[src/spmv_pkg.sv]
package spmv_pkg;

  // Q1.7 value, weight and result width
  localparam int DATA_W = 8;
  // column index and row length wide enough for 1433 columns
  localparam int COL_W = 11;

  localparam int AXIL_ADDR_W = 8;
  localparam int AXIL_DATA_W = 32;

  // header view of the payload
  typedef struct packed {
    logic [DATA_W-1:0] pad;
    logic [COL_W-1:0]  row_len;
  } csr_hdr_t;

  // entry view of the payload
  typedef struct packed {
    logic [COL_W-1:0]  col;
    logic [DATA_W-1:0] value;
  } csr_ent_t;

  typedef union packed {
    csr_hdr_t hdr;
    csr_ent_t ent;
  } csr_payload_u;

  // FIFO data type
  typedef struct packed {
    logic         is_header;
    csr_payload_u payload;
  } csr_word_t;

  // master-driven side of the host bus
  typedef struct packed {
    logic                   awvalid;
    logic [AXIL_ADDR_W-1:0] awaddr;
    logic                   wvalid;
    logic [AXIL_DATA_W-1:0] wdata;
    logic                   bready;
    logic                   arvalid;
    logic [AXIL_ADDR_W-1:0] araddr;
    logic                   rready;
  } axil_req_t;

  // slave-driven side of the host bus with OKAY-only responses
  typedef struct packed {
    logic                   awready;
    logic                   wready;
    logic                   bvalid;
    logic                   arready;
    logic                   rvalid;
    logic [AXIL_DATA_W-1:0] rdata;
  } axil_rsp_t;

  // register map
  localparam logic [AXIL_ADDR_W-1:0] REG_WADDR  = 8'h00;
  localparam logic [AXIL_ADDR_W-1:0] REG_WDATA  = 8'h04;
  localparam logic [AXIL_ADDR_W-1:0] REG_HEADER = 8'h08;
  localparam logic [AXIL_ADDR_W-1:0] REG_ENTRY  = 8'h0C;
  localparam logic [AXIL_ADDR_W-1:0] REG_STATUS = 8'h10;
  localparam logic [AXIL_ADDR_W-1:0] REG_RESULT = 8'h14;

  // field positions inside REG_ENTRY
  localparam int ENT_COL_LSB = 16;
  localparam int ENT_VAL_LSB = 0;

  // REG_STATUS bits
  localparam int STAT_RES_VALID = 0;
  localparam int STAT_FIFO_FULL = 1;

endpackage

[src/csr_fifo.sv]
`timescale 1ns/10ps
module csr_fifo #(
  parameter int FIFO_DEPTH = 8
) (
  input  logic                clk,
  input  logic                rst_n,
  input  logic                push_i,
  input  spmv_pkg::csr_word_t data_i,
  input  logic                pop_i,
  output spmv_pkg::csr_word_t data_o,
  output logic                full_o,
  output logic                empty_o
);

  localparam int PTR_W = (FIFO_DEPTH > 1) ? $clog2(FIFO_DEPTH) : 1;
  localparam int CNT_W = $clog2(FIFO_DEPTH + 1);

  spmv_pkg::csr_word_t mem [FIFO_DEPTH];
  logic [PTR_W-1:0]    wr_ptr_q;
  logic [PTR_W-1:0]    rd_ptr_q;
  logic [CNT_W-1:0]    count_q;
  logic                do_push;
  logic                do_pop;

  assign full_o  = (count_q == CNT_W'(FIFO_DEPTH));
  assign empty_o = (count_q == '0);
  assign do_push = push_i && !full_o;
  assign do_pop  = pop_i && !empty_o;

  // fall-through read keeps the head word visible
  assign data_o = mem[rd_ptr_q];

  always_ff @(posedge clk) begin
    if (do_push) begin
      mem[wr_ptr_q] <= data_i;
    end
  end

  always_ff @(posedge clk) begin
    if (!rst_n) begin
      wr_ptr_q <= '0;
      rd_ptr_q <= '0;
      count_q  <= '0;
    end else begin
      if (do_push) begin
        wr_ptr_q <= (wr_ptr_q == PTR_W'(FIFO_DEPTH - 1)) ? '0 : wr_ptr_q + 1'b1;
      end
      if (do_pop) begin
        rd_ptr_q <= (rd_ptr_q == PTR_W'(FIFO_DEPTH - 1)) ? '0 : rd_ptr_q + 1'b1;
      end
      if (do_push && !do_pop) begin
        count_q <= count_q + 1'b1;
      end else if (do_pop && !do_push) begin
        count_q <= count_q - 1'b1;
      end
    end
  end

endmodule

[config.mk]
export PLATFORM = sky130hd
export DESIGN_NAME = csr_fifo
export DESIGN_NICKNAME = d
export VERILOG_FILES = /design/src/spmv_pkg.sv /design/src/csr_fifo.sv
export SDC_FILE = /design/constraint.sdc
export NUM_CORES = 1
export LEC_CHECK = 0
export BUFFER_PORTS_ARGS = -buffer_cell sky130_fd_sc_hd__buf_4
export CORE_MARGIN = 10
export CORE_UTILIZATION = 64
export DETAILED_ROUTE_END_ITERATION = 7
export PLACE_DENSITY = 0.84
export REMOVE_ABC_BUFFERS = 1
export SLEW_MARGIN = 20
export SYNTH_ARGS = -nofsm -noshare
export SYNTH_HDL_FRONTEND = slang
export SYNTH_SLANG_ARGS = --single-unit
[constraint.sdc]
create_clock -name clk -period 5.5 [get_ports clk]
set_input_delay 0.55 -clock clk [delete_from_list [all_inputs] [get_ports clk]]
set_output_delay 0.55 -clock clk [all_outputs]
set_load 0.03 [all_outputs]
==> results.txt, run 1 <==
Synth cell types = 30
Max clock buf depth = 2
largest cells by area after synthesis = edfxtp_1 70%, mux4_1 15%, dfxtp_1 3.8%, mux2_2 3.3%, ha_1 1.3%
drt wl/cell = 24.6 um
Sequential Area = 5070 um2
CP Data Required Time = 4950 ps
commonest non-fill, non-tap cell in the layout = edfxtp_1
CP max stage cell = mux4_1
Hold Path Class = primary input to flop
Cell Chain, Critical Path = buf_4 -> mux4_1 -> mux2_2 -> buf_4
Nets = 400
share of the synthesized area in the top cell type = 0.700
Critical Path Fanout Max = 40
drt total wl = 12700 um
I/O Buffers = 45
Final setup violation count = 0
Hold Slack = 263 ps
area leader, netlist = edfxtp_1
Die ar. = 15300 um2
CTS Root Cell = clkbuf_8
Worst Hold End = mem[1][13]$_DFFE_PP_
final core utilization = 0.765
initial antenna violation count = 0
kind of start point of the critical path = flop
power density cells = 438 nW/um2
DR vias = 3217
achievable frequency = 0.322 GHz
Slew Viols, Final = 0
Peak VDD IR = 0.254 mV
number of synthesized register bits = 173
status = finished clean
largest net degree at the start of global routing = 41
post_cts resized = 0
global-route wire length before repair = 19500 um
minimum clock period = 3110 ps
cell mode on critical path = buf_4
DR DRC count = 0
footprint of the multi-input gates = 1730 um2
R2R Setup Slk = 2920 ps
Die Span X = 124 um
TritonCTS clock tree = done
Syn Area/Cell = 22.4 um2
Ports = 46
cts bufs inserted = 17
Post-CTS Setup Bufs = 0
endpoint of the worst register-to-register path = count_q[3]$_SDFFE_PN0P_
hold_buf cts = 0
GP Congestion = 0.705
Slew @ Worst Pin = 1010 ps
WP buf/inv = 2
number of diodes = 0
hold_sp = data_i[13]
Clk Latency, worst-skew pair = 520 ps
clock-pin transition on the worst setup and hold timing paths = 60 ps
drt pass-1 iters = 4
initial DRC count = 251
Die Y = 124 um
warnings from Yosys = 0
P&R area growth vs syn = 15.5%
Worst Skew = 7.83 ps
CP arrival = 2560 ps
DP Wirelength = 7250 um
period utilization = 0.565
final worst slack = 2390 ps
post-synthesis sequential area ratio = 0.737
leading cell types in the layout, fill and taps excluded = 160 x edfxtp_1, 56 x buf_4, 40 x mux4_1, 20 x mux2_2, 16 x clkbuf_16
# clock sinks = 173
Leakage = 0.00269 uW
core footprint = 10400 um2
Slew headroom = 0.321
CP Class = flop to primary output
Place WS = 2930 ps
initial core utilization = 0.662
row cnt = 37
H-tree levels = 4
CP Capture Type = primary output
Worst Hold Depth = 1
final hold vios = 0
R2R depth = 10
Fill cells = 562
vias per cell = 6.22
layout cells sized above 1 = 0.299
Max-Cap Viols = 0
GRT Util Overall = 0.177
total global routing overflow = 0
RSZ-0062 raised after global routing = false
Mapped Area = 6870 um2
antenna-violating nets left = 0
number of global-route vias before repair = 3391
Reg-to-Reg Start = count_q[1]$_SDFFE_PN0P_
delay-heaviest family, CP = multiplexers
cell count after synthesis = 307
slowest stage delay, CP = 700 ps
setup total negative slack = 0 ps
registers in the layout (all words and copies together) (netlist names), named ones only:
register	cells
wr_ptr_q	3
count_q	4
mem	160
rd_ptr_q	3
where the power goes:
group | total, uW | leakage [uW] | switching [uW] | internal, uW
clock network | 1080 | 0.000249 | 477 | 602
registers | 1570 | 0.00156 | 45.3 | 1520
logic | 823 | 0.000887 | 443 | 381
total | 3470 | 0.00269 | 966 | 2510
synth_stat cells, drive strengths merged:
| library cell | number |
|---|---|
| nor4 | 2 |
| nand2b | 3 |
| clkbuf | 6 |
| and2 | 3 |
| a21boi | 3 |
| nor3b | 1 |
| ha | 7 |
| a21bo | 1 |
| edfxtp | 160 |
| nand2 | 9 |
| mux4 | 40 |
| inv | 2 |
| mux2i | 3 |
| nand3 | 1 |
| or3 | 1 |
| a31oi | 1 |
| o21ai | 1 |
| a21oi | 3 |
| buf | 8 |
| nor2 | 4 |
| nor3 | 6 |
| mux2 | 20 |
| xnor2 | 2 |
| a211oi | 1 |
| nor2b | 4 |
| fa | 1 |
| o41ai | 1 |
| dfxtp | 13 |
layer usage:
metal / vias to the layer above / GRT usage / share of wire
met1: 1692 / 0.213 / 0.41
li1: 1431 / - / -
met4: 0 / 0.0808 / 0.015
met3: 23 / 0.0443 / 0.046
met5: - / 0 / 0
met2: 71 / 0.297 / 0.53
metrics by stage:
stage / area, um2 / cells / total power (uW)
detailed placement: 7400 / 485 / 2420
finish: 7940 / 517 / 3470
floorplan: 6770 / 293 / 2150
global placement: 7400 / 485 / 2380
CTS: 7940 / 517 / 3500
global route: 7940 / 517 / 3610
worst max path at each step:
stage	end	depth (start not counted)	slack, ps
after global routing	data_o[14]	4	2310
after global placement	mem[5][12]$_DFFE_PP_	6	3000
after detailed placement	count_q[3]$_SDFFE_PN0P_	10	2930
final	data_o[14]	4	2390
after floorplan	mem[0][0]$_DFFE_PP_	3	2290
after CTS	data_o[14]	4	2380
area by class of cell:
| type | instances | share of cell area |
|---|---|---|
| Clock buffer | 19 | 0.0531 |
| Clock inverter | 13 | 0.0148 |
| Inverter | 2 | 0.000946 |
| Multi-Input combinational cell | 118 | 0.218 |
| Sequential cell | 173 | 0.638 |
| Tap cell | 136 | 0.0214 |
| Timing Repair Buffer | 56 | 0.0530 |
logic make-up after synthesis:
logic type                 Yosys count  share of synthesized area
xor gates and xnor gates             2                    0.00255
AOI/OAI and AO/OA                   11                     0.0137
DFF                                173                      0.737
adders and majority gates            8                     0.0157
muxes                               63                      0.190
buffers and inverters               16                     0.0153
and+or+nand+nor                     34                     0.0251
Power figures use the tool's default switching activity.
==> inputs of run 2 (changes only) <==
- ABC_AREA: unset -> 1
- CORE_UTILIZATION: 64 -> 54
- PLACE_DENSITY: 0.84 -> 0.75
- clock period: 5.5 -> 2.5 ns (I/O delays scaled with it)
==> run 2 against run 1 <==
Effect of this change:
- sequential cell count unchanged
- non-clock buffer count increased by 8
- critical path depth rose by 4
- wire length grew 16%
- critical path type unchanged
- critical endpoint is now data_o[0]
- largest cell class unchanged
==> results.txt, run 2 <==
status = finished clean
warnings from Yosys = 0
DP Wirelength = 8240 um
global-route wire length before repair = 23100 um
CTS Root Cell = clkbuf_16
GRT Util Overall = 0.166
Place WS = 316 ps
number of global-route vias before repair = 4447
ys flop type = edfxtp_1
Worst Hold End = mem[5][15]$_DFFE_PP_
max reg flops = 160
drt wl/cell = 16.9 um
R2R Setup Slk = 320 ps
# clock sinks = 173
drt pass-1 iters = 5
Final setup violation count = 0
post_cts resized = 0
leading cell types in the layout, fill and taps excluded = 176 x nor2_1, 160 x edfxtp_1, 118 x nand2_1, 63 x buf_4, 54 x o21ai_1
Post-CTS Setup Bufs = 0
WP buf/inv = 2
drt total wl = 14700 um
achievable frequency = 0.453 GHz
Post-Synth Adder-Cell Area = 0.0151
Top reg by flops = mem
Syn Area/Cell = 11.3 um2
Die Span X = 135 um
cts bufs inserted = 17
final worst slack = 291 ps
post-synthesis sequential area ratio = 0.712
Post-Synth XOR/XNOR Area = 0.00246
Design Power = 9300 uW
largest net degree at the start of global routing = 81
final core utilization = 0.645
initial antenna violation count = 0
Worst Skew = 6.01 ps
Worst Hold Depth = 1
Mapped Area = 7120 um2
total global routing overflow = 0
delay-heaviest family, CP = buffers and inverters
simple-gate area share of the yosys netlist = 0.165
CP arrival = 1960 ps
core footprint = 12800 um2
area leader, netlist = edfxtp_1
DR vias = 4572
Max-Cap Viols = 0
Reg-to-Reg Start = count_q[1]$_SDFFE_PN0P_
number of diodes = 0
mux cell area share after synthesis = 0
antenna-violating nets left = 0
R2R depth = 12
layout cells sized above 1 = 0.152
top cells by count, synth = 184 x nor2_1, 160 x edfxtp_1, 118 x nand2_1
initial core utilization = 0.557
Design Area, Final = 8240 um2
Comb pwr share = 0.338
Leakage = 0.00317 uW
hold_sp = data_i[15]
Internal = 6040 uW
Slew @ Worst Pin = 596 ps
TritonCTS clock tree = done
endpoint of the worst register-to-register path = count_q[3]$_SDFFE_PN0P_
Reg power frac = 0.380
hold_buf cts = 0
number of flops mapped to enable cells by yosys = 160
cell count after synthesis = 631
row cnt = 41
Fill cells = 918
setup total negative slack = 0 ps
clock-pin transition on the worst setup and hold timing paths = 60 ps
Ports = 46
initial DRC count = 429
minimum clock period = 2210 ps
Cell Chain, Critical Path = buf_4 -> nor2_1 -> nor2_1 -> o21ai_1 -> nand2_1 -> nand2_1 -> nand2_1 -> buf_4
RSZ-0062 raised after global routing = false
slowest stage delay, CP = 400 ps
Synth cell types = 23
Die Y = 135 um
kind of start point of the critical path = flop
H-tree levels = 4
cell mode on critical path = nand2_1
P&R area growth vs syn = 15.7%
CP Class = flop to primary output
CP max stage cell = dfxtp_2
Placed Instance Area = 7620 um2
Worst path depth = 8
Slew headroom = 0.602
I/O Buffers = 45
period utilization = 0.884
Synth Area in Compound Gates = 0.0633
Die ar. = 18200 um2
CP Data Required Time = 2250 ps
number of synthesized register bits = 173
total net switching power = 3270 uW
vias per cell = 5.26
Net Sw Frac = 0.351
DR DRC count = 0
most numerous cell in the Yosys netlist = nor2_1
Peak VDD IR = 0.557 mV
final hold vios = 0
clock share of power = 0.283
Post-synth ARST share = 0
Clk Latency, worst-skew pair = 420 ps
GP Congestion = 0.753
commonest non-fill, non-tap cell in the layout = nor2_1
share of the synthesized area in the top cell type = 0.675
power density cells = 1130 nW/um2
largest cells by area after synthesis = edfxtp_1 68%, nor2_1 9.7%, nand2_1 6.2%, o21ai_1 3.8%, dfxtp_1 3.7%
largest family of logic cells by synthesized area = simple AND/OR/NAND/NOR gates
top flop regs = mem: 160 flops, count_q: 4 flops
Max clock buf depth = 2
Nets = 716
CP Capture Type = primary output
Hold Path Class = primary input to flop
Slew Viols, Final = 0
Critical Path Fanout Max = 34
-- run 2: layer usage --
metal / GRT usage / vias up / share of wire
li1: - / 2231 / -
met1: 0.202 / 2155 / 0.41
met2: 0.269 / 158 / 0.49
met3: 0.0486 / 28 / 0.081
met4: 0.0726 / 0 / 0.019
met5: 0 / - / 0
-- run 2: how the worst max path moves through the flow --
stage	from	to	slack [ps]
floorplan	flop	data_o[17]	-390
detailed placement	count_q[1]$_SDFFE_PN0P_	count_q[3]$_SDFFE_PN0P_	320
global placement	count_q[1]$_SDFFE_PN0P_	count_q[3]$_SDFFE_PN0P_	410
global route	count_q[1]$_SDFFE_PN0P_	count_q[3]$_SDFFE_PN0P_	110
CTS	flop	data_o[0]	250
finish	flop	data_o[0]	290
-- run 2: power groups by stage --
stage	registers (uW)	clock network (uW)	logic, uW
3_3_place_gp	3580	0	3060
5_1_grt	3560	2780	3490
4_1_cts	3530	2660	3170
6_report	3530	2630	3140
3_5_place_dp	3590	0	3150
2_1_floorplan	3710	0	1890
-- run 2: cell families after synthesis --
group	count (synthesis)
and+or+nand+nor	309
buffers and inverters	49
AOI/OAI and AO/OA	90
DFF	173
xor gates and xnor gates	2
adders and majority gates	8
-- run 2: per-stage QoR --
| stage | hold slack, ps | cells |
|---|---|---|
| floorplan | 349 | 601 |
| global placement | 479 | 837 |
| detailed placement | 483 | 837 |
| CTS | 39.0 | 869 |
| global route | 40.7 | 869 |
| finish | 54.5 | 869 |
-- run 2: area by class of cell --
type / count / area (um2) / share of cell area
clock inverter: 7 / 73.8 / 0.00896
clock buffer: 25 / 539 / 0.0655
multi-input combinational: 409 / 1770 / 0.215
tap: 172 / 215 / 0.0261
sequential: 173 / 5070 / 0.615
timing repair buffer: 64 / 493 / 0.0599
inverter: 19 / 76.3 / 0.00927
