File: config.mk
export PLATFORM = sky130hd
export DESIGN_NAME = sparse_pe
export DESIGN_NICKNAME = d
export VERILOG_FILES = /design/src/spmv_pkg.sv /design/src/sparse_pe.sv
export SDC_FILE = /design/constraint.sdc
export NUM_CORES = 1
export LEC_CHECK = 0
export BUFFER_PORTS_ARGS = -buffer_cell sky130_fd_sc_hd__buf_4
export CAP_MARGIN = 40
export CORE_MARGIN = 10
export CORE_UTILIZATION = 35
export CTS_CLUSTER_SIZE = 24
export DETAILED_ROUTE_END_ITERATION = 12
export PLACE_DENSITY = 0.5
export SYNTH_ARGS = -nofsm -noshare
export SYNTH_HDL_FRONTEND = slang
export SYNTH_SLANG_ARGS = --single-unit
File: constraint.sdc
create_clock -name clk -period 7.2 [get_ports clk]
set_clock_uncertainty 0.2 [all_clocks]
set_input_delay 0.36 -clock clk [delete_from_list [all_inputs] [get_ports clk]]
set_output_delay 0.36 -clock clk [all_outputs]
set_load 0.05 [all_outputs]
File: src/spmv_pkg.sv
package spmv_pkg;

  // Q1.7 value, weight and result width
  localparam int DATA_W = 8;
  // column index and row length wide enough for 1433 columns
  localparam int COL_W = 11;

  localparam int AXIL_ADDR_W = 8;
  localparam int AXIL_DATA_W = 32;

  // header view of the payload
  typedef struct packed {
    logic [DATA_W-1:0] pad;
    logic [COL_W-1:0]  row_len;
  } csr_hdr_t;

  // entry view of the payload
  typedef struct packed {
    logic [COL_W-1:0]  col;
    logic [DATA_W-1:0] value;
  } csr_ent_t;

  typedef union packed {
    csr_hdr_t hdr;
    csr_ent_t ent;
  } csr_payload_u;

  // FIFO data type
  typedef struct packed {
    logic         is_header;
    csr_payload_u payload;
  } csr_word_t;

  // master-driven side of the host bus
  typedef struct packed {
    logic                   awvalid;
    logic [AXIL_ADDR_W-1:0] awaddr;
    logic                   wvalid;
    logic [AXIL_DATA_W-1:0] wdata;
    logic                   bready;
    logic                   arvalid;
    logic [AXIL_ADDR_W-1:0] araddr;
    logic                   rready;
  } axil_req_t;

  // slave-driven side of the host bus with OKAY-only responses
  typedef struct packed {
    logic                   awready;
    logic                   wready;
    logic                   bvalid;
    logic                   arready;
    logic                   rvalid;
    logic [AXIL_DATA_W-1:0] rdata;
  } axil_rsp_t;

  // register map
  localparam logic [AXIL_ADDR_W-1:0] REG_WADDR  = 8'h00;
  localparam logic [AXIL_ADDR_W-1:0] REG_WDATA  = 8'h04;
  localparam logic [AXIL_ADDR_W-1:0] REG_HEADER = 8'h08;
  localparam logic [AXIL_ADDR_W-1:0] REG_ENTRY  = 8'h0C;
  localparam logic [AXIL_ADDR_W-1:0] REG_STATUS = 8'h10;
  localparam logic [AXIL_ADDR_W-1:0] REG_RESULT = 8'h14;

  // field positions inside REG_ENTRY
  localparam int ENT_COL_LSB = 16;
  localparam int ENT_VAL_LSB = 0;

  // REG_STATUS bits
  localparam int STAT_RES_VALID = 0;
  localparam int STAT_FIFO_FULL = 1;

endpackage

File: src/sparse_pe.sv
`timescale 1ns/10ps
module sparse_pe (
  input  logic                        clk,
  input  logic                        rst_n,
  input  spmv_pkg::csr_word_t         word_i,
  input  logic                        empty_i,
  output logic                        pop_o,
  output logic [spmv_pkg::COL_W-1:0]  w_raddr_o,
  input  logic [spmv_pkg::DATA_W-1:0] w_rdata_i,
  output logic                        res_valid_o,
  output logic [spmv_pkg::DATA_W-1:0] res_data_o,
  input  logic                        res_ready_i
);

  localparam int DW = spmv_pkg::DATA_W;

  // partial sum must stay within -127..+127
  localparam logic signed [DW:0] SUM_MAX = (DW + 1)'(2 ** (DW - 1) - 1);
  localparam logic signed [DW:0] SUM_MIN = -SUM_MAX;

  logic                          pop_hdr;
  logic                          pop_ent;
  logic [spmv_pkg::COL_W-1:0]    rem_q;
  logic                          s1_vld_q;
  logic                          s1_last_q;
  logic [DW-1:0]                 s1_val_q;
  logic signed [2*DW-1:0]        prod_full;
  logic signed [DW:0]            prod;
  logic signed [DW:0]            sum_ext;
  logic                          sum_ovf;
  logic [DW-1:0]                 sum_next;
  logic [DW-1:0]                 sum_q;
  logic                          res_vld_q;

  // hold off while the row result is still in the pipe or not taken
  assign pop_o   = !empty_i && !res_vld_q && !s1_last_q;
  assign pop_hdr = pop_o && word_i.is_header;
  assign pop_ent = pop_o && !word_i.is_header;

  // column goes straight to the weight memory
  assign w_raddr_o = word_i.payload.ent.col;

  // product >>> 7 kept in nine bits since -128 * -128 gives +128
  assign prod_full = $signed(s1_val_q) * $signed(w_rdata_i);
  assign prod      = prod_full[2*DW-1:DW-1];

  assign sum_ext = $signed({sum_q[DW-1], sum_q}) + prod;
  assign sum_ovf = (sum_ext > SUM_MAX) || (sum_ext < SUM_MIN);

  // halve on overflow instead of wrapping
  assign sum_next = sum_ovf ? sum_ext[DW:1] : sum_ext[DW-1:0];

  assign res_valid_o = res_vld_q;
  assign res_data_o  = sum_q;

  // control state
  always_ff @(posedge clk) begin
    if (!rst_n) begin
      rem_q     <= '0;
      s1_vld_q  <= 1'b0;
      s1_last_q <= 1'b0;
      res_vld_q <= 1'b0;
    end else begin
      s1_vld_q  <= pop_ent;
      s1_last_q <= pop_ent && (rem_q == spmv_pkg::COL_W'(1));

      if (pop_hdr) begin
        rem_q <= word_i.payload.hdr.row_len;
      end else if (pop_ent) begin
        rem_q <= rem_q - 1'b1;
      end

      // empty row finishes right after its header
      if (pop_hdr && (word_i.payload.hdr.row_len == '0)) begin
        res_vld_q <= 1'b1;
      end else if (s1_last_q) begin
        res_vld_q <= 1'b1;
      end else if (res_ready_i) begin
        res_vld_q <= 1'b0;
      end
    end
  end

  // value waits one cycle for its weight
  always_ff @(posedge clk) begin
    if (pop_ent) begin
      s1_val_q <= word_i.payload.ent.value;
    end
  end

  // partial sum cleared by each header
  always_ff @(posedge clk) begin
    if (pop_hdr) begin
      sum_q <= '0;
    end else if (s1_vld_q) begin
      sum_q <= sum_next;
    end
  end

endmodule

==> results of run 1 <==
-- area by class of cell --
cell class | instances | area [sq um]
multi-input combinational | 341 | 3140
clock buffer | 7 | 143
sequential | 30 | 681
inverter | 81 | 304
timing repair buffer | 39 | 293
clock inverter | 1 | 30.0
tap | 147 | 184
fill | 1241 | 7140
-- path summary, 6_finish.rpt --
path / start / endpoint / slack [ns] / cells after the start
min reg2reg: s1_last_q / res_valid_o / 0.28 / 1
max reg2reg: s1_val_q[5] / res_data_o[1] / 0.40 / 23
max: s1_val_q[5] / res_data_o[1] / 0.40 / 23
min: word_i[6] / s1_val_q[6] / 0.08 / 1
-- timing repair --
action,4_1_cts,5_1_grt
endpoints found under the setup margin,0,5
setup buffers,0,3
endpoints found under the hold margin,0,0
gates resized for setup,0,1
-- worst register-to-register path: stages (launching register included) --
cell	delay [ns]
edfxtp_1	0.55
and2_1	0.23
fa_1	0.47
inv_1	0.05
fa_1	0.47
inv_1	0.06
fa_1	0.54
inv_1	0.06
fa_1	0.52
inv_1	0.04
ha_1	0.31
nand2_1	0.07
o32ai_2	0.32
a41o_1	0.28
xor2_1	0.17
ha_1	0.30
and3_1	0.19
a2111o_1	0.44
xor2_1	0.19
nor4_2	0.35
a21oi_1	0.16
mux2i_4	0.33
nor2_1	0.09
a311o_1	0.32
-- logic make-up after synthesis --
kind of cell | synth area share, %
buffers and inverters | 9.85
adder cells (fa/ha/maj) | 36.5
AND/OR/NAND/NOR | 19.2
AO/OA/AOI/OAI | 11.0
XOR/XNOR | 5.62
flip-flops | 16.1
multiplexers | 1.74
-- power by group --
group          internal, mW  switching (mW)  total, mW
Sequential            0.198          0.0266      0.224
Combinational         0.912            1.06       1.97
Clock                 0.173          0.0766      0.249
Total                  1.28            1.16       2.44
-- state kept, by name, indices dropped and copies added, names as in the netlist --
register	count
rem_q	11
res_valid_o	1
s1_val_q	8
s1_last_q	1
res_data_o	8
s1_vld_q	1
-- layer usage --
layer	track usage, %	up-vias
met5	0	-
met4	1.59	0
met3	2.56	6
met2	21.5	35
met1	15.1	1566
li1	-	1568
-- cell usage in the layout, fill, tap and decap left out, drive strengths merged, types with 17 or more instances in the layout --
cell type	instances
and2	50
nor2	27
buf	39
fa	54
xnor2	17
o21ai	20
inv	81
nand2	30
dfxtp	22
ha	37
a21oi	22
-- through the flow --
stage / cell area [sq um] / utilization (%) / total power, mW / worst slack [ns]
2_1_floorplan: 4230 / - / 1.90 / 0.871
3_3_place_gp: 4570 / 38.4 / 2.18 / 0.343
3_5_place_dp: 4570 / 38.4 / 2.20 / 0.221
4_1_cts: 4750 / 39.8 / 2.47 / 0.203
5_1_grt: 4770 / 40.1 / 2.68 / 0.00443
6_report: 4770 / 40.1 / 2.44 / 0.397
==> results by group, run 1 <==
Clock network
  – Max Buffers Root-to-Sink: 2
  – Clock transition at the registers of the reported paths: 0.06 ns
  – H-tree lvl count: 2
  – CTS buffer count: 5
  – CTS sink cnt: 30
  – Clock Latency Late Sink: 0.28 ns
  – Root Buffer Master: clkbuf_16
  – CTS Hold Bufs: 0
  – CTS tree: built

Drt
  – Drt first pass iters: 6
  – DR vias/cell: a little under 5
  – Vias after detailed routing: 3,175
  – Post-Route M1 WL: 4410 um
  – Post-route ant nets: 0
  – Final wirelength: around 9800 um
  – DR iter-0 viols: approximately 90
  – Met2 wire len: around 5000 um
  – Max layer used: met4
  – WL per Instance: 15.2 um
  – Drc violations: 0
  – DR WL met3: around 300 um

Worst setup path
  – Worst-path cell chain: and2_1 -> fa_1 -> inv_1 -> fa_1 -> inv_1 -> fa_1 -> inv_1 -> fa_1 -> inv_1 -> ha_1 -> nand2_1 -> o32ai_2 -> a41o_1 -> xor2_1 -> ha_1 -> and3_1 -> a2111o_1 -> xor2_1 -> nor4_2 -> a21oi_1 -> mux2i_4 -> nor2_1 -> a311o_1
  – Crit path DAT: 6.77 ns
  – Worst path slowest cell: edfxtp_1
  – Critical Path End Type: register
  – WP buf/inv: 4
  – Critical path data required time: 7.17 ns
  – CP max FO: 8
  – Crit-path max cell delay: between 0.5 and 0.6 ns
  – Crit Path Class: register to register
  – Critical path's top delay family: adder cells
  – Critical Path Source Type: register

Synth
  – FFs w/ async S/R, synth: 0%
  – Post-synth top cells: 81 x inv_1, 54 x fa_1, 50 x and2_1, 37 x ha_1, 30 x nand2_1
  – Synthesized Nets: 594
  – Most numerous cell in the Yosys netlist: inv_1
  – Synth top area share: roughly 26%
  – Distinct cells, synth: 55
  – Leading post-synthesis cells by cell area: fa_1 26%, ha_1 11%, dfxtp_1 10%
  – Ys flop type: dfxtp_1
  – Avg Inst Size Synth: 8.98 sq um
  – Syn Std Cell Area: 4230 sq um
  – Synth warn: 0
  – Sequential share of the synthesized area: 16.1%
  – Synth Register Bits: 30
  – Largest area contributor in the netlist: fa_1
  – Synth Instances: ~470
  – EDFF count, synth: 8

Timing
  – Slew headroom: 46.2%
  – Worst Tran Pin Value: 0.804 ns
  – Final hold viol count: 0
  – Hold Slack: 0.0775 ns
  – Pins Over Slew Limit: 0
  – Fmax: 147 MHz
  – Final cycle utilization of the critical path: 94.5%
  – Final Setup Violations: 0
  – Fin crit period: 6.80 ns
  – Unrepaired setup endpoints after global routing: false
  – Setup tns final: 0 ns

Floorplan
  – Core footprint: around 12,000 sq um
  – # IOs: 53
  – Cell Rows: 40
  – Die height: between 100 and 150 um
  – Starting Density: approximately 36%
  – Full die area: 16,900 sq um
  – Die span in x: 130 um

Global routing
  – Number of global-route vias before repair: 3,279
  – Initial antenna violation count: 0
  – First-pass GRT wire length: around 16,000 um
  – Gr ovfl total: 0
  – Tot GR Track Use: between 10% and 20%
  – Largest net degree at the start of global routing: 33

Power
  – Peak supply drop: about 0.34 mV
  – Power Dens Cells: between 500 and 600 nW/um^2
  – Leak pwr: 2.25 nW

Placement
  – Gpl congestion: 0.789
  – Input/output buffers: 36
  – Placed Cells incl. Taps: 635
  – Post-DP HPWL: around 8100 um

Finish
  – Finished Layout Cells: 646
  – Layout Area Growth over Synthesis: 12.8%
  – Ant. Diodes: 0
  – Share of cells above drive strength 1: 12.0%
  – Nets@finish: 621

Job
  – MaxCap Viol Count: 0

Hold path
  – HP Class: input pin to register

Status
  – Outcome: completed
No activity file was read; power rests on OpenSTA's default activity.
==> run 2: changes to the inputs <==
Settings changed: ABC_AREA set to 1, CORE_ASPECT_RATIO set to 1.5, PLACE_DENSITY 0.5 to 0.49, SKIP_LAST_GASP set to 1.
==> results by group, run 2 <==
Finish
  – Share of cells above drive strength 1: 10.6% (-1.4 points)
  – Nets@finish: 774 (+25%)
  – Most common cell after layout, fill and taps aside: inv_1
  – Max FFs per register: 11 (unchanged)
  – Ant. Diodes: 0 (unchanged)
  – Layout Area Growth over Synthesis: 10.3%
  – Largest Register: rem_q
  – Most frequent cells in the layout: 169 x inv_1, 143 x nand2_1, 54 x fa_1, 41 x nand3_1, 37 x ha_1
  – Final core occ: 39.1% (-1.0 points)

Worst setup path
  – WP buf/inv: 4 (unchanged)
  – Crit-path max cell delay: 0.54 ns (about the same)
  – CP max FO: 7 (-1)
  – Crit path DAT: 6.13 ns (-0.64 ns)
  – Worst path slowest cell: fa_1
  – Critical Path End Type: register
  – Worst r2r src: s1_val_q[0]
  – R2R setup slack: 1.08 ns (+0.68 ns)
  – R2R Path End: res_data_o[3]
  – Crit path top cell by count: nand2_1
  – Critical Path Source Type: register
  – Critical path data required time: 7.20 ns (+0.03 ns)
  – Critical path's top delay family: adder cells
  – Worst R2R Path Depth: 30 (+30%)
  – Crit Path Class: register to register

Power
  – Internal power: 1.08 mW (-16%)
  – Leak pwr: 2.87 nW (+28%)
  – Peak supply drop: 0.320 mV (-7.1%)
  – Power share of the combinational group: 82.9% (+2.3 points)
  – Sequential share of power: 8.9% (-0.3 points)
  – Net Sw Frac: 56.3% (+8.7 points)
  – Power Dens Cells: 491 nW/um^2 (-4.0%)
  – Switching power: 1.39 mW (+20%)
  – Clk pwr share: 8.1% (-2.1 points)

Clock network
  – Max Buffers Root-to-Sink: 2 (unchanged)
  – CTS resizes: 0 (unchanged)
  – Clock Latency Late Sink: 0.28 ns (about the same)
  – # Post-CTS Setup Buffers: 0 (unchanged)
  – CTS tree: built
  – H-tree lvl count: 2 (unchanged)
  – CTS buffer count: 5 (unchanged)
  – Root Buffer Master: clkbuf_16
  – CTS Hold Bufs: 0 (unchanged)
  – CTS sink cnt: 30 (unchanged)
  – Clock transition at the registers of the reported paths: 0.05 ns (about the same)

Placement
  – Post-DP HPWL: 9000 um (+11%)
  – Gpl congestion: 0.810 (+2.7%)
  – Input/output buffers: 36 (unchanged)

Synth
  – Synthesized Nets: 757 (+27%)
  – Syn Std Cell Area: 4570 sq um (+7.9%)
  – Avg Inst Size Synth: 7.20 sq um (-20%)
  – Largest area contributor in the netlist: fa_1
  – Sequential share of the synthesized area: 14.9% (-1.2 points)
  – Ys flop type: dfxtp_1
  – Synth Instances: 634 (+35%)
  – Distinct cells, synth: 40 (-27%)
  – Synth top area share: 23.7% (-1.9 points)
  – Leading post-synthesis cells by cell area: fa_1 24%, inv_1 14%, nand2_1 12%
  – Synth warn: 0 (unchanged)
  – Most numerous cell in the Yosys netlist: inv_1
  – EDFF count, synth: 8 (unchanged)
  – Synth Register Bits: 30 (unchanged)
  – Post-synth top cells: 169 x inv_1, 143 x nand2_1, 54 x fa_1, 41 x nand3_1, 37 x ha_1
  – FFs w/ async S/R, synth: 0% (unchanged)

Timing
  – Fmax: 163 MHz (+11%)
  – Slew headroom: 45.1% (-1.0 points)
  – Final cycle utilization of the critical path: 85.1% (-9.4 points)
  – Fin crit period: 6.12 ns (-0.680 ns)
  – Pins Over Slew Limit: 0 (unchanged)
  – Final hold viol count: 0 (unchanged)
  – Final Setup Violations: 0 (unchanged)
  – Setup tns final: 0 ns (unchanged)
  – Worst Tran Pin Value: 0.818 ns (+0.0140 ns)
  – Unrepaired setup endpoints after global routing: false

Drt
  – DR iter-0 viols: 136 (+55%)
  – Final wirelength: 10,400 um (+6.4%)
  – Post-route ant nets: 0 (unchanged)
  – Drt first pass iters: 4 (-2)
  – Drc violations: 0 (unchanged)
  – Vias after detailed routing: 3,798 (+20%)
  – WL per Instance: 12.9 um (-15%)
  – DR vias/cell: 4.68 (-4.7%)

Global routing
  – Gr ovfl total: 0 (unchanged)
  – First-pass GRT wire length: 18,400 um (+12%)
  – Initial antenna violation count: 0 (unchanged)
  – Number of global-route vias before repair: 4,094 (+25%)
  – Largest net degree at the start of global routing: 15 (-55%)
  – Tot GR Track Use: 12.2% (+0.055 points)

Floorplan
  – Die span in x: 113 um (-13%)
  – Cell Rows: 51 (+28%)
  – # IOs: 53 (unchanged)
  – Full die area: 18,100 sq um (+7.2%)
  – Die height: 160 um (+23%)
  – Core footprint: 12,900 sq um (+8.2%)
  – Starting Density: 35.4% (-0.10 points)

Hold path
  – Worst Hold Endpoint: s1_val_q[1]
  – Worst Hold Launch: word_i[1]
  – HP Class: input pin to register
  – Hold path cells: 1 (unchanged)

Job
  – MaxCap Viol Count: 0 (unchanged)

Status
  – Outcome: completed
==> run 2: changes by cell type after synthesis, sizes merged, moves of 11 or more <==
| cell | previous run | this run |
|---|---|---|
| and2 | 50 | 1 |
| xnor2 | 17 | 5 |
| inv | 81 | 176 |
| nand3 | 5 | 47 |
| nand2 | 30 | 152 |
| nor2b | 11 | 0 |
==> run 2: through the flow <==
stage / setup slack, ns / instances / hold WS, ns / cell area, sq um / total power [mW]
2_1_floorplan: 1.55 / 634 / 0.245 / 4570 / 1.91
3_3_place_gp: 1.13 / 803 / 0.260 / 4890 / 2.26
3_5_place_dp: 1.05 / 803 / 0.258 / 4890 / 2.29
4_1_cts: 1.03 / 811 / 0.0760 / 5040 / 2.50
5_1_grt: 0.551 / 811 / 0.0819 / 5040 / 2.80
6_report: 1.08 / 811 / 0.0820 / 5040 / 2.47
==> run 2: power groups by stage <==
stage	registers, mW	clock network (mW)	logic (mW)
after global routing	0.224	0.213	2.36
final	0.221	0.201	2.05
after detailed placement	0.224	0	2.06
after global placement	0.225	0	2.04
after CTS	0.221	0.207	2.08
after floorplan	0.253	0	1.66
==> run 2: area by class of cell <==
cell class	instances	area, sq um
Clock buffer	5	125
Inverter	177	664
Fill cell	1396	7850
Multi-Input combinational cell	401	3080
Sequential cell	30	681
Timing Repair Buffer	36	270
Tap cell	159	199
Clock inverter	3	16.3
==> run 2: logic make-up (layout without fill, tap and decap cells) <==
family	Yosys count	after routing	synth area share [%]
compound gates	52	52	6.58
xor+xnor	13	13	2.49
flops	30	30	14.9
buf+inv	203	221	17.6
fa+ha+maj	91	91	33.8
simple gates	245	245	24.6
==> run 2: per-layer routing <==
layer,global-route usage [%],part of all wire (%),vias up
met5,0,0,-
met3,1.80,3.4,19
met2,22.6,54,76
li1,-,-,1922
met1,12.9,39,1781
met4,5.73,3.1,0
==> run 2: worst max-delay path by stage <==
stage | startpoint | to | cells past startpoint
6_report | s1_val_q[0] | res_data_o[3] | 30
5_1_grt | s1_val_q[0] | res_data_o[0] | 30
4_1_cts | s1_val_q[0] | res_data_o[3] | 30
3_5_place_dp | w_rdata_i[7] | res_data_o[3] | 32
3_3_place_gp | w_rdata_i[7] | res_data_o[0] | 30
2_1_floorplan | s1_val_q[0] | res_data_o[0] | 29
