### src/spmv_pkg.sv
package spmv_pkg;

  // Q1.7 value, weight and result width
  localparam int DATA_W = 8;
  // column index and row length wide enough for 1433 columns
  localparam int COL_W = 11;

  localparam int AXIL_ADDR_W = 8;
  localparam int AXIL_DATA_W = 32;

  // header view of the payload
  typedef struct packed {
    logic [DATA_W-1:0] pad;
    logic [COL_W-1:0]  row_len;
  } csr_hdr_t;

  // entry view of the payload
  typedef struct packed {
    logic [COL_W-1:0]  col;
    logic [DATA_W-1:0] value;
  } csr_ent_t;

  typedef union packed {
    csr_hdr_t hdr;
    csr_ent_t ent;
  } csr_payload_u;

  // FIFO data type
  typedef struct packed {
    logic         is_header;
    csr_payload_u payload;
  } csr_word_t;

  // master-driven side of the host bus
  typedef struct packed {
    logic                   awvalid;
    logic [AXIL_ADDR_W-1:0] awaddr;
    logic                   wvalid;
    logic [AXIL_DATA_W-1:0] wdata;
    logic                   bready;
    logic                   arvalid;
    logic [AXIL_ADDR_W-1:0] araddr;
    logic                   rready;
  } axil_req_t;

  // slave-driven side of the host bus with OKAY-only responses
  typedef struct packed {
    logic                   awready;
    logic                   wready;
    logic                   bvalid;
    logic                   arready;
    logic                   rvalid;
    logic [AXIL_DATA_W-1:0] rdata;
  } axil_rsp_t;

  // register map
  localparam logic [AXIL_ADDR_W-1:0] REG_WADDR  = 8'h00;
  localparam logic [AXIL_ADDR_W-1:0] REG_WDATA  = 8'h04;
  localparam logic [AXIL_ADDR_W-1:0] REG_HEADER = 8'h08;
  localparam logic [AXIL_ADDR_W-1:0] REG_ENTRY  = 8'h0C;
  localparam logic [AXIL_ADDR_W-1:0] REG_STATUS = 8'h10;
  localparam logic [AXIL_ADDR_W-1:0] REG_RESULT = 8'h14;

  // field positions inside REG_ENTRY
  localparam int ENT_COL_LSB = 16;
  localparam int ENT_VAL_LSB = 0;

  // REG_STATUS bits
  localparam int STAT_RES_VALID = 0;
  localparam int STAT_FIFO_FULL = 1;

endpackage

### src/spmv_host_port.sv
`timescale 1ns/10ps
module spmv_host_port #(
  parameter int DOT_SIZE = 1433
) (
  input  logic                          clk,
  input  logic                          rst_n,
  input  spmv_pkg::axil_req_t           axil_req_i,
  output spmv_pkg::axil_rsp_t           axil_rsp_o,
  output logic                          w_we_o,
  output logic [spmv_pkg::COL_W-1:0]    w_addr_o,
  output logic [spmv_pkg::DATA_W-1:0]   w_data_o,
  output spmv_pkg::csr_word_t           word_o,
  output logic                          push_o,
  input  logic                          fifo_full_i,
  input  logic                          res_valid_i,
  input  logic [spmv_pkg::DATA_W-1:0]   res_data_i,
  output logic                          res_ready_o
);

  logic                               wr_stream;
  logic                               wr_fire;
  logic                               rd_fire;
  logic                               bvalid_q;
  logic                               rvalid_q;
  logic [spmv_pkg::AXIL_DATA_W-1:0]   rdata_q;
  logic [spmv_pkg::AXIL_DATA_W-1:0]   rd_mux;
  logic [spmv_pkg::COL_W-1:0]         waddr_q;
  logic                               res_vld_q;
  logic [spmv_pkg::DATA_W-1:0]        res_q;

  // header and entry writes need room in the FIFO
  assign wr_stream = (axil_req_i.awaddr == spmv_pkg::REG_HEADER) ||
                     (axil_req_i.awaddr == spmv_pkg::REG_ENTRY);

  // AW and W are taken together with one write outstanding at a time
  assign wr_fire = axil_req_i.awvalid && axil_req_i.wvalid && !bvalid_q &&
                   !(wr_stream && fifo_full_i);

  assign rd_fire = axil_req_i.arvalid && !rvalid_q;

  assign axil_rsp_o.awready = wr_fire;
  assign axil_rsp_o.wready  = wr_fire;
  assign axil_rsp_o.bvalid  = bvalid_q;
  assign axil_rsp_o.arready = rd_fire;
  assign axil_rsp_o.rvalid  = rvalid_q;
  assign axil_rsp_o.rdata   = rdata_q;

  // weight memory write port
  assign w_we_o   = wr_fire && (axil_req_i.awaddr == spmv_pkg::REG_WDATA);
  assign w_addr_o = waddr_q;
  assign w_data_o = axil_req_i.wdata[spmv_pkg::DATA_W-1:0];

  assign push_o = wr_fire && wr_stream;

  // same payload bits under two decodings
  always_comb begin
    word_o = '0;
    if (axil_req_i.awaddr == spmv_pkg::REG_HEADER) begin
      word_o.is_header           = 1'b1;
      word_o.payload.hdr.row_len = axil_req_i.wdata[spmv_pkg::COL_W-1:0];
    end else begin
      word_o.payload.ent.col   = axil_req_i.wdata[spmv_pkg::ENT_COL_LSB +: spmv_pkg::COL_W];
      word_o.payload.ent.value = axil_req_i.wdata[spmv_pkg::ENT_VAL_LSB +: spmv_pkg::DATA_W];
    end
  end

  // write response
  always_ff @(posedge clk) begin
    if (!rst_n) begin
      bvalid_q <= 1'b0;
    end else if (wr_fire) begin
      bvalid_q <= 1'b1;
    end else if (axil_req_i.bready) begin
      bvalid_q <= 1'b0;
    end
  end

  // auto-incrementing weight address that wraps at the end of the vector
  always_ff @(posedge clk) begin
    if (!rst_n) begin
      waddr_q <= '0;
    end else if (wr_fire && (axil_req_i.awaddr == spmv_pkg::REG_WADDR)) begin
      waddr_q <= axil_req_i.wdata[spmv_pkg::COL_W-1:0];
    end else if (w_we_o) begin
      if (waddr_q == spmv_pkg::COL_W'(DOT_SIZE - 1)) begin
        waddr_q <= '0;
      end else begin
        waddr_q <= waddr_q + 1'b1;
      end
    end
  end

  always_comb begin
    rd_mux = '0;
    case (axil_req_i.araddr)
      spmv_pkg::REG_WADDR: begin
        rd_mux[spmv_pkg::COL_W-1:0] = waddr_q;
      end
      spmv_pkg::REG_STATUS: begin
        rd_mux[spmv_pkg::STAT_RES_VALID] = res_vld_q;
        rd_mux[spmv_pkg::STAT_FIFO_FULL] = fifo_full_i;
      end
      spmv_pkg::REG_RESULT: begin
        rd_mux[spmv_pkg::DATA_W-1:0] = res_q;
      end
      default: begin
        rd_mux = '0;
      end
    endcase
  end

  // read channel returns data one cycle after AR
  always_ff @(posedge clk) begin
    if (!rst_n) begin
      rvalid_q <= 1'b0;
    end else if (rd_fire) begin
      rvalid_q <= 1'b1;
    end else if (axil_req_i.rready) begin
      rvalid_q <= 1'b0;
    end
  end

  always_ff @(posedge clk) begin
    if (rd_fire) begin
      rdata_q <= rd_mux;
    end
  end

  // one-deep result holder
  assign res_ready_o = !res_vld_q;

  // a result arriving while empty is kept even if RESULT is read in the same cycle
  always_ff @(posedge clk) begin
    if (!rst_n) begin
      res_vld_q <= 1'b0;
    end else if (res_valid_i && res_ready_o) begin
      res_vld_q <= 1'b1;
    end else if (rd_fire && (axil_req_i.araddr == spmv_pkg::REG_RESULT)) begin
      res_vld_q <= 1'b0;
    end
  end

  always_ff @(posedge clk) begin
    if (res_valid_i && res_ready_o) begin
      res_q <= res_data_i;
    end
  end

endmodule

### config.mk
export PLATFORM = sky130hd
export DESIGN_NAME = spmv_host_port
export DESIGN_NICKNAME = d
export VERILOG_FILES = /design/src/spmv_pkg.sv /design/src/spmv_host_port.sv
export SDC_FILE = /design/constraint.sdc
export NUM_CORES = 1
export LEC_CHECK = 0
export BUFFER_PORTS_ARGS = -buffer_cell sky130_fd_sc_hd__buf_2
export CAP_MARGIN = 20
export CELL_PAD_IN_SITES_DETAIL_PLACEMENT = 0
export CELL_PAD_IN_SITES_GLOBAL_PLACEMENT = 1
export CORE_UTILIZATION = 29
export DETAILED_ROUTE_END_ITERATION = 12
export PLACE_DENSITY = 0.93
export SLEW_MARGIN = 10
export SYNTH_ARGS = -nofsm -noshare
export SYNTH_HDL_FRONTEND = slang
export SYNTH_SLANG_ARGS = --single-unit
### constraint.sdc
create_clock -name clk -period 2 [get_ports clk]
set_input_delay 0.5 -clock clk [delete_from_list [all_inputs] [get_ports clk]]
set_output_delay 0.5 -clock clk [all_outputs]
set_load 0.02 [all_outputs]
==> reports/summary.txt, run 1 <==
Final WL = 5510 um
CP startpoint kind = input port
Peak supply drop = 0.305 mV
Internal = 1.28 mW
Critical path type = input port to primary output
FF+latch count, synth = 33
Nets = 390
Min Tclk post-route = 2.06 ns
CP startpoint = axil_req_i[44]
Hold Path Depth = 2
FF/Latch Area = 851 um2
Routability cong. = 0.817
Tot GR Track Use = 0.144
Die area = 7540 um2
Worst hold start = axil_req_i[0]
Main synth FF type = edfxtp_1
Avg Inst Size Synth = 9.53 um2
H-tree depth = 2
HP Class = input port to register
Via total after detailed routing = 1,905
Drt via density = 4.54
Pwr/cell area = 602 nW/um2
CTS tree = yes
Critical Path AT = 1.56 ns
Largest net degree at the start of global routing = 14
Sw Share = 0.262
Final ANT Viol Nets = 0
Most frequent cells in the layout = buf_2, conb_1, buf_6
Status = complete, but fails checks
Max Clk Rate = 0.486 GHz
CTS Buf Count = 5
CP dominant cell by count = buf_6
Per-cell routed wire length = 13.1 um
Reg2reg start = w_addr_o[0]$_SDFFE_PN0P_
Crit path largest cell delay = 0.27 ns
DRC viols = 0
Final worst-path cycle share = 1.03
Max_cap viols = 0
Sequential group share of total power = 0.432
Initial antenna violation count = 0
FILL cells = 685
Initial Utilization = 0.304
Violated checks = negative setup slack
Final setup viols = 10
# IOs = 144
CP required = 1.50 ns
Seq/Total Area, Yosys = 0.408
Unrepaired setup endpoints after global routing = true
CORE AREA = 6870 um2
Commonest non-fill, non-tap cell in the layout = buf_2
Slowest-stage cell, CP = nor4_4
DPL Wire Length = 4070 um
Die X = 86.8 um
CP top delay family = simple AND/OR/NAND/NOR gates
Setup TNS Final = -0.326 ns
Max-slew violation count = 0
Unique cell type count in the Yosys netlist = 48
Post-route setup slack = -0.0594 ns
Critical path depth = 6
CTS max path bufs = 2
Clk Latency, worst-skew pair = 0.29 ns
Combinational power share = 0.189
First-pass GRT wire length = 8310 um
Final Hold Fails = 0
Reg2reg path depth = 6
Post-synth EDFFs = 19
Mapped Area = 2090 um2
Row count = 30
Initial DRT Pass Iterations = 4
Vias in the first global route = 1,695
Final Core Density = 0.421
Placement Setup Slack = -0.153 ns
Net switching power = 0.456 mW
Area of the multi-input gates = 971 um2
Number of port buffers = 112
Post-synthesis async set-or-reset flop share = 0
Clock power frac = 0.378
Worst clock skew = 0.00767 ns
Leakage power = 1.29 nW
DRT iter0 DRCs = 82
Die height = 86.8 um
Clock slew at reported path FFs = 0.07 ns
GR Overflow Total = 0
Yosys warns = 0
Ant diodes = 0
Worst Path Buf+Inv = 3
CP Max Fanout = 5
Placed cell areas = 2580 um2
CTS Sinks = 33
Share of cells above drive strength 1 = 0.481
Area Overhead vs Synth = 38.4%
Design Area, Final = 2890 um2
Crit path cell chain = buf_6, nor4_4, nand4_1, buf_6, mux2_2, buf_6
Mapped Cells = 219
Clk root buf = clkbuf_8
CP Capture Type = primary output
layer usage:
layer	track usage	vias up	routed length, um
li1	-	938	-
met1	0.170	881	2270
met2	0.257	81	2810
met3	0.0457	5	383
met4	0.0288	0	38
met5	0	-	0
Yosys cell counts, types with 4 or more instances:
library cell	number	area, um2
buf_4	43	323
a21oi_1	10	50.1
dfxtp_1	14	280
clkbuf_1	6	22.5
inv_1	8	30.0
nand3_1	5	25.0
nor4_1	4	25.0
nor2_1	10	37.5
a211oi_1	4	30.0
a22o_1	6	52.6
o21ai_0	4	20.0
nor2b_1	5	31.3
nand2_1	14	52.6
a31oi_1	5	31.3
o21ai_1	6	30.0
edfxtp_1	19	571
and2_1	11	68.8
per-stage QoR:
| step | total power, mW | hold slack [ns] | instances |
|---|---|---|---|
| floorplan | 0.991 | 0.449 | 239 |
| global placement | 1.06 | 0.465 | 409 |
| detailed placement | 1.06 | 0.476 | 409 |
| CTS | 1.73 | 0.386 | 419 |
| global route | 1.81 | 0.370 | 420 |
| finish | 1.74 | 0.388 | 420 |
flip-flops by register name, indices dropped and copies added, names as in the netlist:
signal and count:
bvalid_q 1, rdata_q 11, res_q 8, res_vld_q 1, rvalid_q 1, w_addr_o 11
final timing paths:
path / endpoint / slack (ns)
worst max-delay path: word_o[10] / -0.06
worst min-delay path: rvalid_q$_SDFFE_PN0P_ / 0.39
worst min register to register: rvalid_q$_SDFFE_PN0P_ / 0.49
worst max register to register: w_addr_o[0]$_SDFFE_PN0P_ / 0.27
power groups by stage:
stage                     Combinational, mW  Sequential (mW)  Clock [mW]
final                                 0.329            0.752       0.658
after floorplan                       0.209            0.782           0
after CTS                             0.320            0.752       0.659
after global placement                0.289            0.767           0
after global routing                  0.353            0.753       0.699
after detailed placement              0.293            0.767           0
cell families (layout without fill, tap and decap cells):
kind of cell	count (synthesis)	count (layout)	synth area share
other cells	1	21	0.00180
buf+inv	59	144	0.187
fa+ha+maj	2	2	0.0120
flops	33	33	0.408
compound gates	50	50	0.169
simple gates	71	71	0.206
mux	3	3	0.0162
what timing repair did:
item,in CTS,in global routing
gates cloned,1,0
setup endpoints to repair,15,16
pin swaps,10,5
buffers inserted,1,1
hold buffers,0,0
resized for setup,36,15
final cells by class:
| cell class | instances | share of cell area |
|---|---|---|
| Tap cell | 96 | 0.0416 |
| Inverter | 9 | 0.0117 |
| Clock inverter | 1 | 0.0104 |
| Timing Repair Buffer | 127 | 0.276 |
| Sequential cell | 33 | 0.294 |
| Clock buffer | 7 | 0.0299 |
| Multi-Input combinational cell | 147 | 0.336 |
No activity file was read; power rests on OpenSTA's default activity.
==> inputs of run 2 (changes only) <==
--- a/config.mk
+++ b/config.mk
@@ -9,6 +9,7 @@
 export CAP_MARGIN = 20
 export CELL_PAD_IN_SITES_DETAIL_PLACEMENT = 0
 export CELL_PAD_IN_SITES_GLOBAL_PLACEMENT = 1
+export CORE_MARGIN = 2
 export CORE_UTILIZATION = 29
 export DETAILED_ROUTE_END_ITERATION = 12
 export PLACE_DENSITY = 0.93
==> run 2 against run 1 <==
Against the previous run:
- the run still ends with negative setup slack left
- total power down 8.9%
- register-to-register slack got worse by 0.08 ns
- cell count did not move
- clock-buffer cell count is 2 lower
- clock power shrank 24%
- critical path depth did not move
- utilization fell by 0.40 points
- first-iteration DRC count fell by 34%
- sequential share of layout area grew 0.28 points
- combinational power about the same
==> reports/summary.txt, run 2 (synthesized netlist as in run 1, its figures left out) <==
Design Area, Final = 2860 um2
Area Overhead vs Synth = 37.1%
Per-cell routed wire length = 13.4 um
Reg2reg path depth = 6
Tot GR Track Use = 0.143
CP Capture Type = primary output
DRT iter0 DRCs = 54
Clk root buf = clkbuf_8
R2r endpoint = w_addr_o[0]$_SDFFE_PN0P_
Final ANT Viol Nets = 0
Max_cap viols = 0
CP startpoint kind = input port
CP Max Fanout = 5
Row count = 30
Die X = 88.8 um
Commonest non-fill, non-tap cell in the layout = buf_2
Drt via density = 4.60
Critical path type = input port to primary output
Share of cells above drive strength 1 = 0.485
Placed cell areas = 2580 um2
Post-route setup slack = -0.0808 ns
H-tree depth = 2
Clk Latency, worst-skew pair = 0.29 ns
Unrepaired setup endpoints after global routing = true
CTS Sinks = 33
CTS Buf Count = 5
Met3 wire len = 446 um
GR Overflow Total = 0
Nets = 390
Routed met1 length = 2180 um
End of the worst hold path = res_q[0]$_DFFE_PP_
Worst R2R Setup Slack = 0.19 ns
# IOs = 144
FILL cells = 688
Status = complete, but fails checks
First-pass GRT wire length = 8520 um
Hold Path Depth = 1
CTS tree = yes
Initial DRT Pass Iterations = 4
Number of port buffers = 112
Max-slew violation count = 0
Worst hold start = res_data_i[0]
DPL Wire Length = 4230 um
CP required = 1.50 ns
Routed wl met2 = 2890 um
Final worst-path cycle share = 1.04
FF/Latch Area = 851 um2
Vias in the first global route = 1,820
Most frequent cells in the layout = buf_2, conb_1, buf_6
Initial antenna violation count = 0
Final setup viols = 11
Via total after detailed routing = 1,932
Critical Path AT = 1.58 ns
Leakage power = 1.28 nW
Die area = 7890 um2
HP Class = input port to register
Area of the multi-input gates = 973 um2
Post-CTS Hold Fix Bufs = 0
Max Clk Rate = 0.481 GHz
Peak supply drop = 0.196 mV
DRC viols = 0
CORE AREA = 6870 um2
Clock slew at reported path FFs = 0.07 ns
Final Core Density = 0.417
Pwr/cell area = 553 nW/um2
Violated checks = negative setup slack
Largest net degree at the start of global routing = 14
Worst clock skew = 0.00348 ns
Final Hold Fails = 0
Ant diodes = 0
CTS max path bufs = 2
Routability cong. = 0.866
Die height = 88.8 um
Top layer in use = met4
Reg2reg start = w_addr_o[0]$_SDFFE_PN0P_
Final WL = 5610 um
Min Tclk post-route = 2.08 ns
Initial Utilization = 0.304
-- run 2: repair_timing --
item,CTS,global route
gates cloned,1,0
gates resized for setup,38,13
endpoints found under the setup margin,16,16
hold endpoints to repair,0,0
setup buffers,2,0
pin swaps,10,5
-- run 2: worst max-delay path by stage --
stage	start	to	slack (ns)	depth (start not counted)
after floorplan	axil_req_i[45]	w_we_o	0.02	4
after global routing	axil_req_i[44]	word_o[8]	-0.12	6
after global placement	axil_req_i[45]	word_o[13]	-0.15	6
after detailed placement	axil_req_i[45]	word_o[12]	-0.20	6
after CTS	axil_req_i[48]	word_o[10]	-0.08	6
final	axil_req_i[44]	word_o[8]	-0.08	6
-- run 2: per-stage QoR --
step	hold slack, ns	power [mW]	TNS (ns)	setup WS (ns)	instances
2_1_floorplan	0.449	0.991	0	0.0182	239
6_report	0.380	1.58	-0.624	-0.0808	420
4_1_cts	0.374	1.59	-0.587	-0.0814	420
3_5_place_dp	0.476	1.06	-2.07	-0.198	409
5_1_grt	0.374	1.65	-1.09	-0.116	420
3_3_place_gp	0.465	1.06	-1.59	-0.148	409
-- run 2: cell type report --
cell class | count | share of cell area
Timing Repair Buffer | 127 | 0.279
Clock buffer | 5 | 0.0240
Inverter | 9 | 0.0118
Multi-Input combinational cell | 147 | 0.340
Sequential cell | 33 | 0.297
Clock inverter | 3 | 0.00612
Tap cell | 96 | 0.0420
-- run 2: routing by layer --
layer / track usage / vias to the layer above
met5: 0 / -
met4: 0.0427 / 0
met3: 0.0504 / 12
met2: 0.246 / 75
met1: 0.166 / 905
li1: - / 940
-- run 2: power breakdown --
part,internal [mW],switching (mW)
clock network,0.240,0.263
registers,0.743,0.00834
logic,0.133,0.196
-- run 2: critical path: stages --
cell and delay, ns:
buf_6 0.10, nor4_4 0.28, nand4_1 0.14, buf_6 0.15, mux2_2 0.27, buf_6 0.13
==> inputs of run 3 (changes only) <==
--- a/config.mk
+++ b/config.mk
@@ -7,10 +7,8 @@
 export LEC_CHECK = 0
 export BUFFER_PORTS_ARGS = -buffer_cell sky130_fd_sc_hd__buf_2
 export CAP_MARGIN = 20
-export CELL_PAD_IN_SITES_DETAIL_PLACEMENT = 0
-export CELL_PAD_IN_SITES_GLOBAL_PLACEMENT = 1
 export CORE_MARGIN = 2
-export CORE_UTILIZATION = 29
+export CORE_UTILIZATION = 42
 export DETAILED_ROUTE_END_ITERATION = 12
 export PLACE_DENSITY = 0.93
 export SLEW_MARGIN = 10
==> run 3 against run 2 <==
Against the previous run:
- the run still ends with negative setup slack left
- clock-buffer cell count up 2
- routed wire length is 4.6% lower
- final area shrank 2.3%
- first-iteration DRC count is 130% higher
- sequential share of layout area rose by 0.71 points
- total power fell by 1.6%
- utilization increased by 17 points
- setup slack got worse by 0.00051 ns
- via count up 1.1%
- maximum frequency hardly changed
- register-to-register slack improved by 0.02 ns
- critical endpoint is now word_o[10]
- highest routed layer unchanged
==> reports/summary.txt, run 3 (synthesized netlist as in run 1, its figures left out) <==
Worst-Margin Slew = 0.535 ns
Min Tclk post-route = 2.08 ns
FILL cells = 449
CTS max path bufs = 2
Vias in the first global route = 1,766
Final worst-path cycle share = 1.04
Max-slew violation count = 0
Drt via density = 5.02
Violated checks = negative setup slack
Unrepaired setup endpoints after global routing = true
Die X = 74.5 um
CORE AREA = 4750 um2
Share of cells above drive strength 1 = 0.472
Routability cong. = 0.838
Pwr/cell area = 557 nW/um2
CTS Sinks = 33
# IOs = 144
Non-filler cells, final = 389
Ant diodes = 0
Initial antenna violation count = 0
Row count = 25
DPL Wire Length = 3900 um
Worst clock skew = 0.0120 ns
Setup TNS Final = -0.587 ns
Per-cell routed wire length = 13.8 um
Clk Latency, worst-skew pair = 0.28 ns
Via total after detailed routing = 1,954
Slew Limit Headroom = 0.641
Final setup viols = 11
H-tree depth = 2
CTS tree = yes
DRC viols = 0
Placed Cells incl. Taps = 378
Largest net degree at the start of global routing = 14
Die area = 5550 um2
Critical Path AT = 1.58 ns
Final ANT Viol Nets = 0
Commonest non-fill, non-tap cell in the layout = buf_2
Most frequent cells in the layout = buf_2, conb_1, buf_6
Clock slew at reported path FFs = 0.07 ns
Tot GR Track Use = 0.188
DRT iter0 DRCs = 125
CP startpoint kind = input port
Initial Utilization = 0.439
Max_cap viols = 0
Critical path type = input port to primary output
Final Hold Fails = 0
GR Overflow Total = 0
HP Class = input port to register
Number of port buffers = 112
First-pass GRT wire length = 7870 um
Post-route setup slack = -0.0813 ns
Final WL = 5350 um
Die height = 74.5 um
Status = complete, but fails checks
CTS Buf Count = 5
Max Clk Rate = 0.480 GHz
CP required = 1.50 ns
CP Max Fanout = 5
Area Overhead vs Synth = 33.9%
Leakage power = 1.26 nW
Clk root buf = clkbuf_8
Peak supply drop = 0.436 mV
Initial DRT Pass Iterations = 7
Nets = 388
CP Capture Type = primary output
==> run 3: cell count changes in the layout (fill, tap and decap cells not counted), sizes merged <==
cell | before | now
buf | 127 | 125
clkbuf | 5 | 7
clkinv | 2 | 1
clkinvlp | 1 | 0
==> run 3: critical path: stages <==
cell and delay, ns:
buf_6 0.09, nor4_4 0.29, nand4_1 0.14, buf_6 0.15, mux2_2 0.27, buf_6 0.13
==> run 3: through the flow <==
step	instance area (um2)	power (mW)	setup slack [ns]	hold slack, ns	utilization
floorplan	2170	0.991	0.0182	0.449	-
global placement	2530	1.05	-0.122	0.464	0.532
detailed placement	2530	1.06	-0.139	0.475	0.532
CTS	2750	1.55	-0.0678	0.387	0.579
global route	2800	1.62	-0.133	0.381	0.588
finish	2800	1.56	-0.0813	0.389	0.588
==> run 3: layout make-up <==
type	instances	area (um2)	area share
repair buffers	125	782	0.280
inverters	9	33.8	0.0121
multi-input cells	147	963	0.345
well taps	67	83.8	0.0300
flip-flops and latches	33	851	0.304
clock buffers	7	76.3	0.0273
clock inverters	1	5.00	0.00179
==> run 3: power by group <==
| part | total [mW] | switching [mW] | internal [mW] |
|---|---|---|---|
| clock network | 0.478 | 0.234 | 0.244 |
| registers | 0.753 | 0.00896 | 0.744 |
| logic | 0.328 | 0.195 | 0.133 |
==> run 3: worst paths after layout <==
kind              slack, ns                     start                        to  cells past startpoint
setup / recovery      -0.08            axil_req_i[44]                word_o[10]                      6
hold / removal         0.39             res_data_i[6]        res_q[6]$_DFFE_PP_                      1
setup reg to reg       0.21  w_addr_o[0]$_SDFFE_PN0P_  w_addr_o[0]$_SDFFE_PN0P_                      6
hold reg to reg        0.49    res_vld_q$_SDFFE_PN0P_    res_vld_q$_SDFFE_PN0P_                      1
==> run 3: repair_timing <==
action | 4_1_cts | 5_1_grt
setup endpoints to repair | 14 | 16
gates cloned | 1 | 0
resized for setup | 37 | 12
hold buffers | 0 | 0
endpoints found under the hold margin | 0 | 0
pin swaps | 8 | 6
buffers inserted | 2 | 0
==> run 3: per-layer routing <==
layer	vias up	wire, um	global-route usage
li1	932	-	-
met1	927	2080	0.202
met2	89	2850	0.353
met3	6	359	0.0474
met4	0	52	0.0655
met5	-	0	0
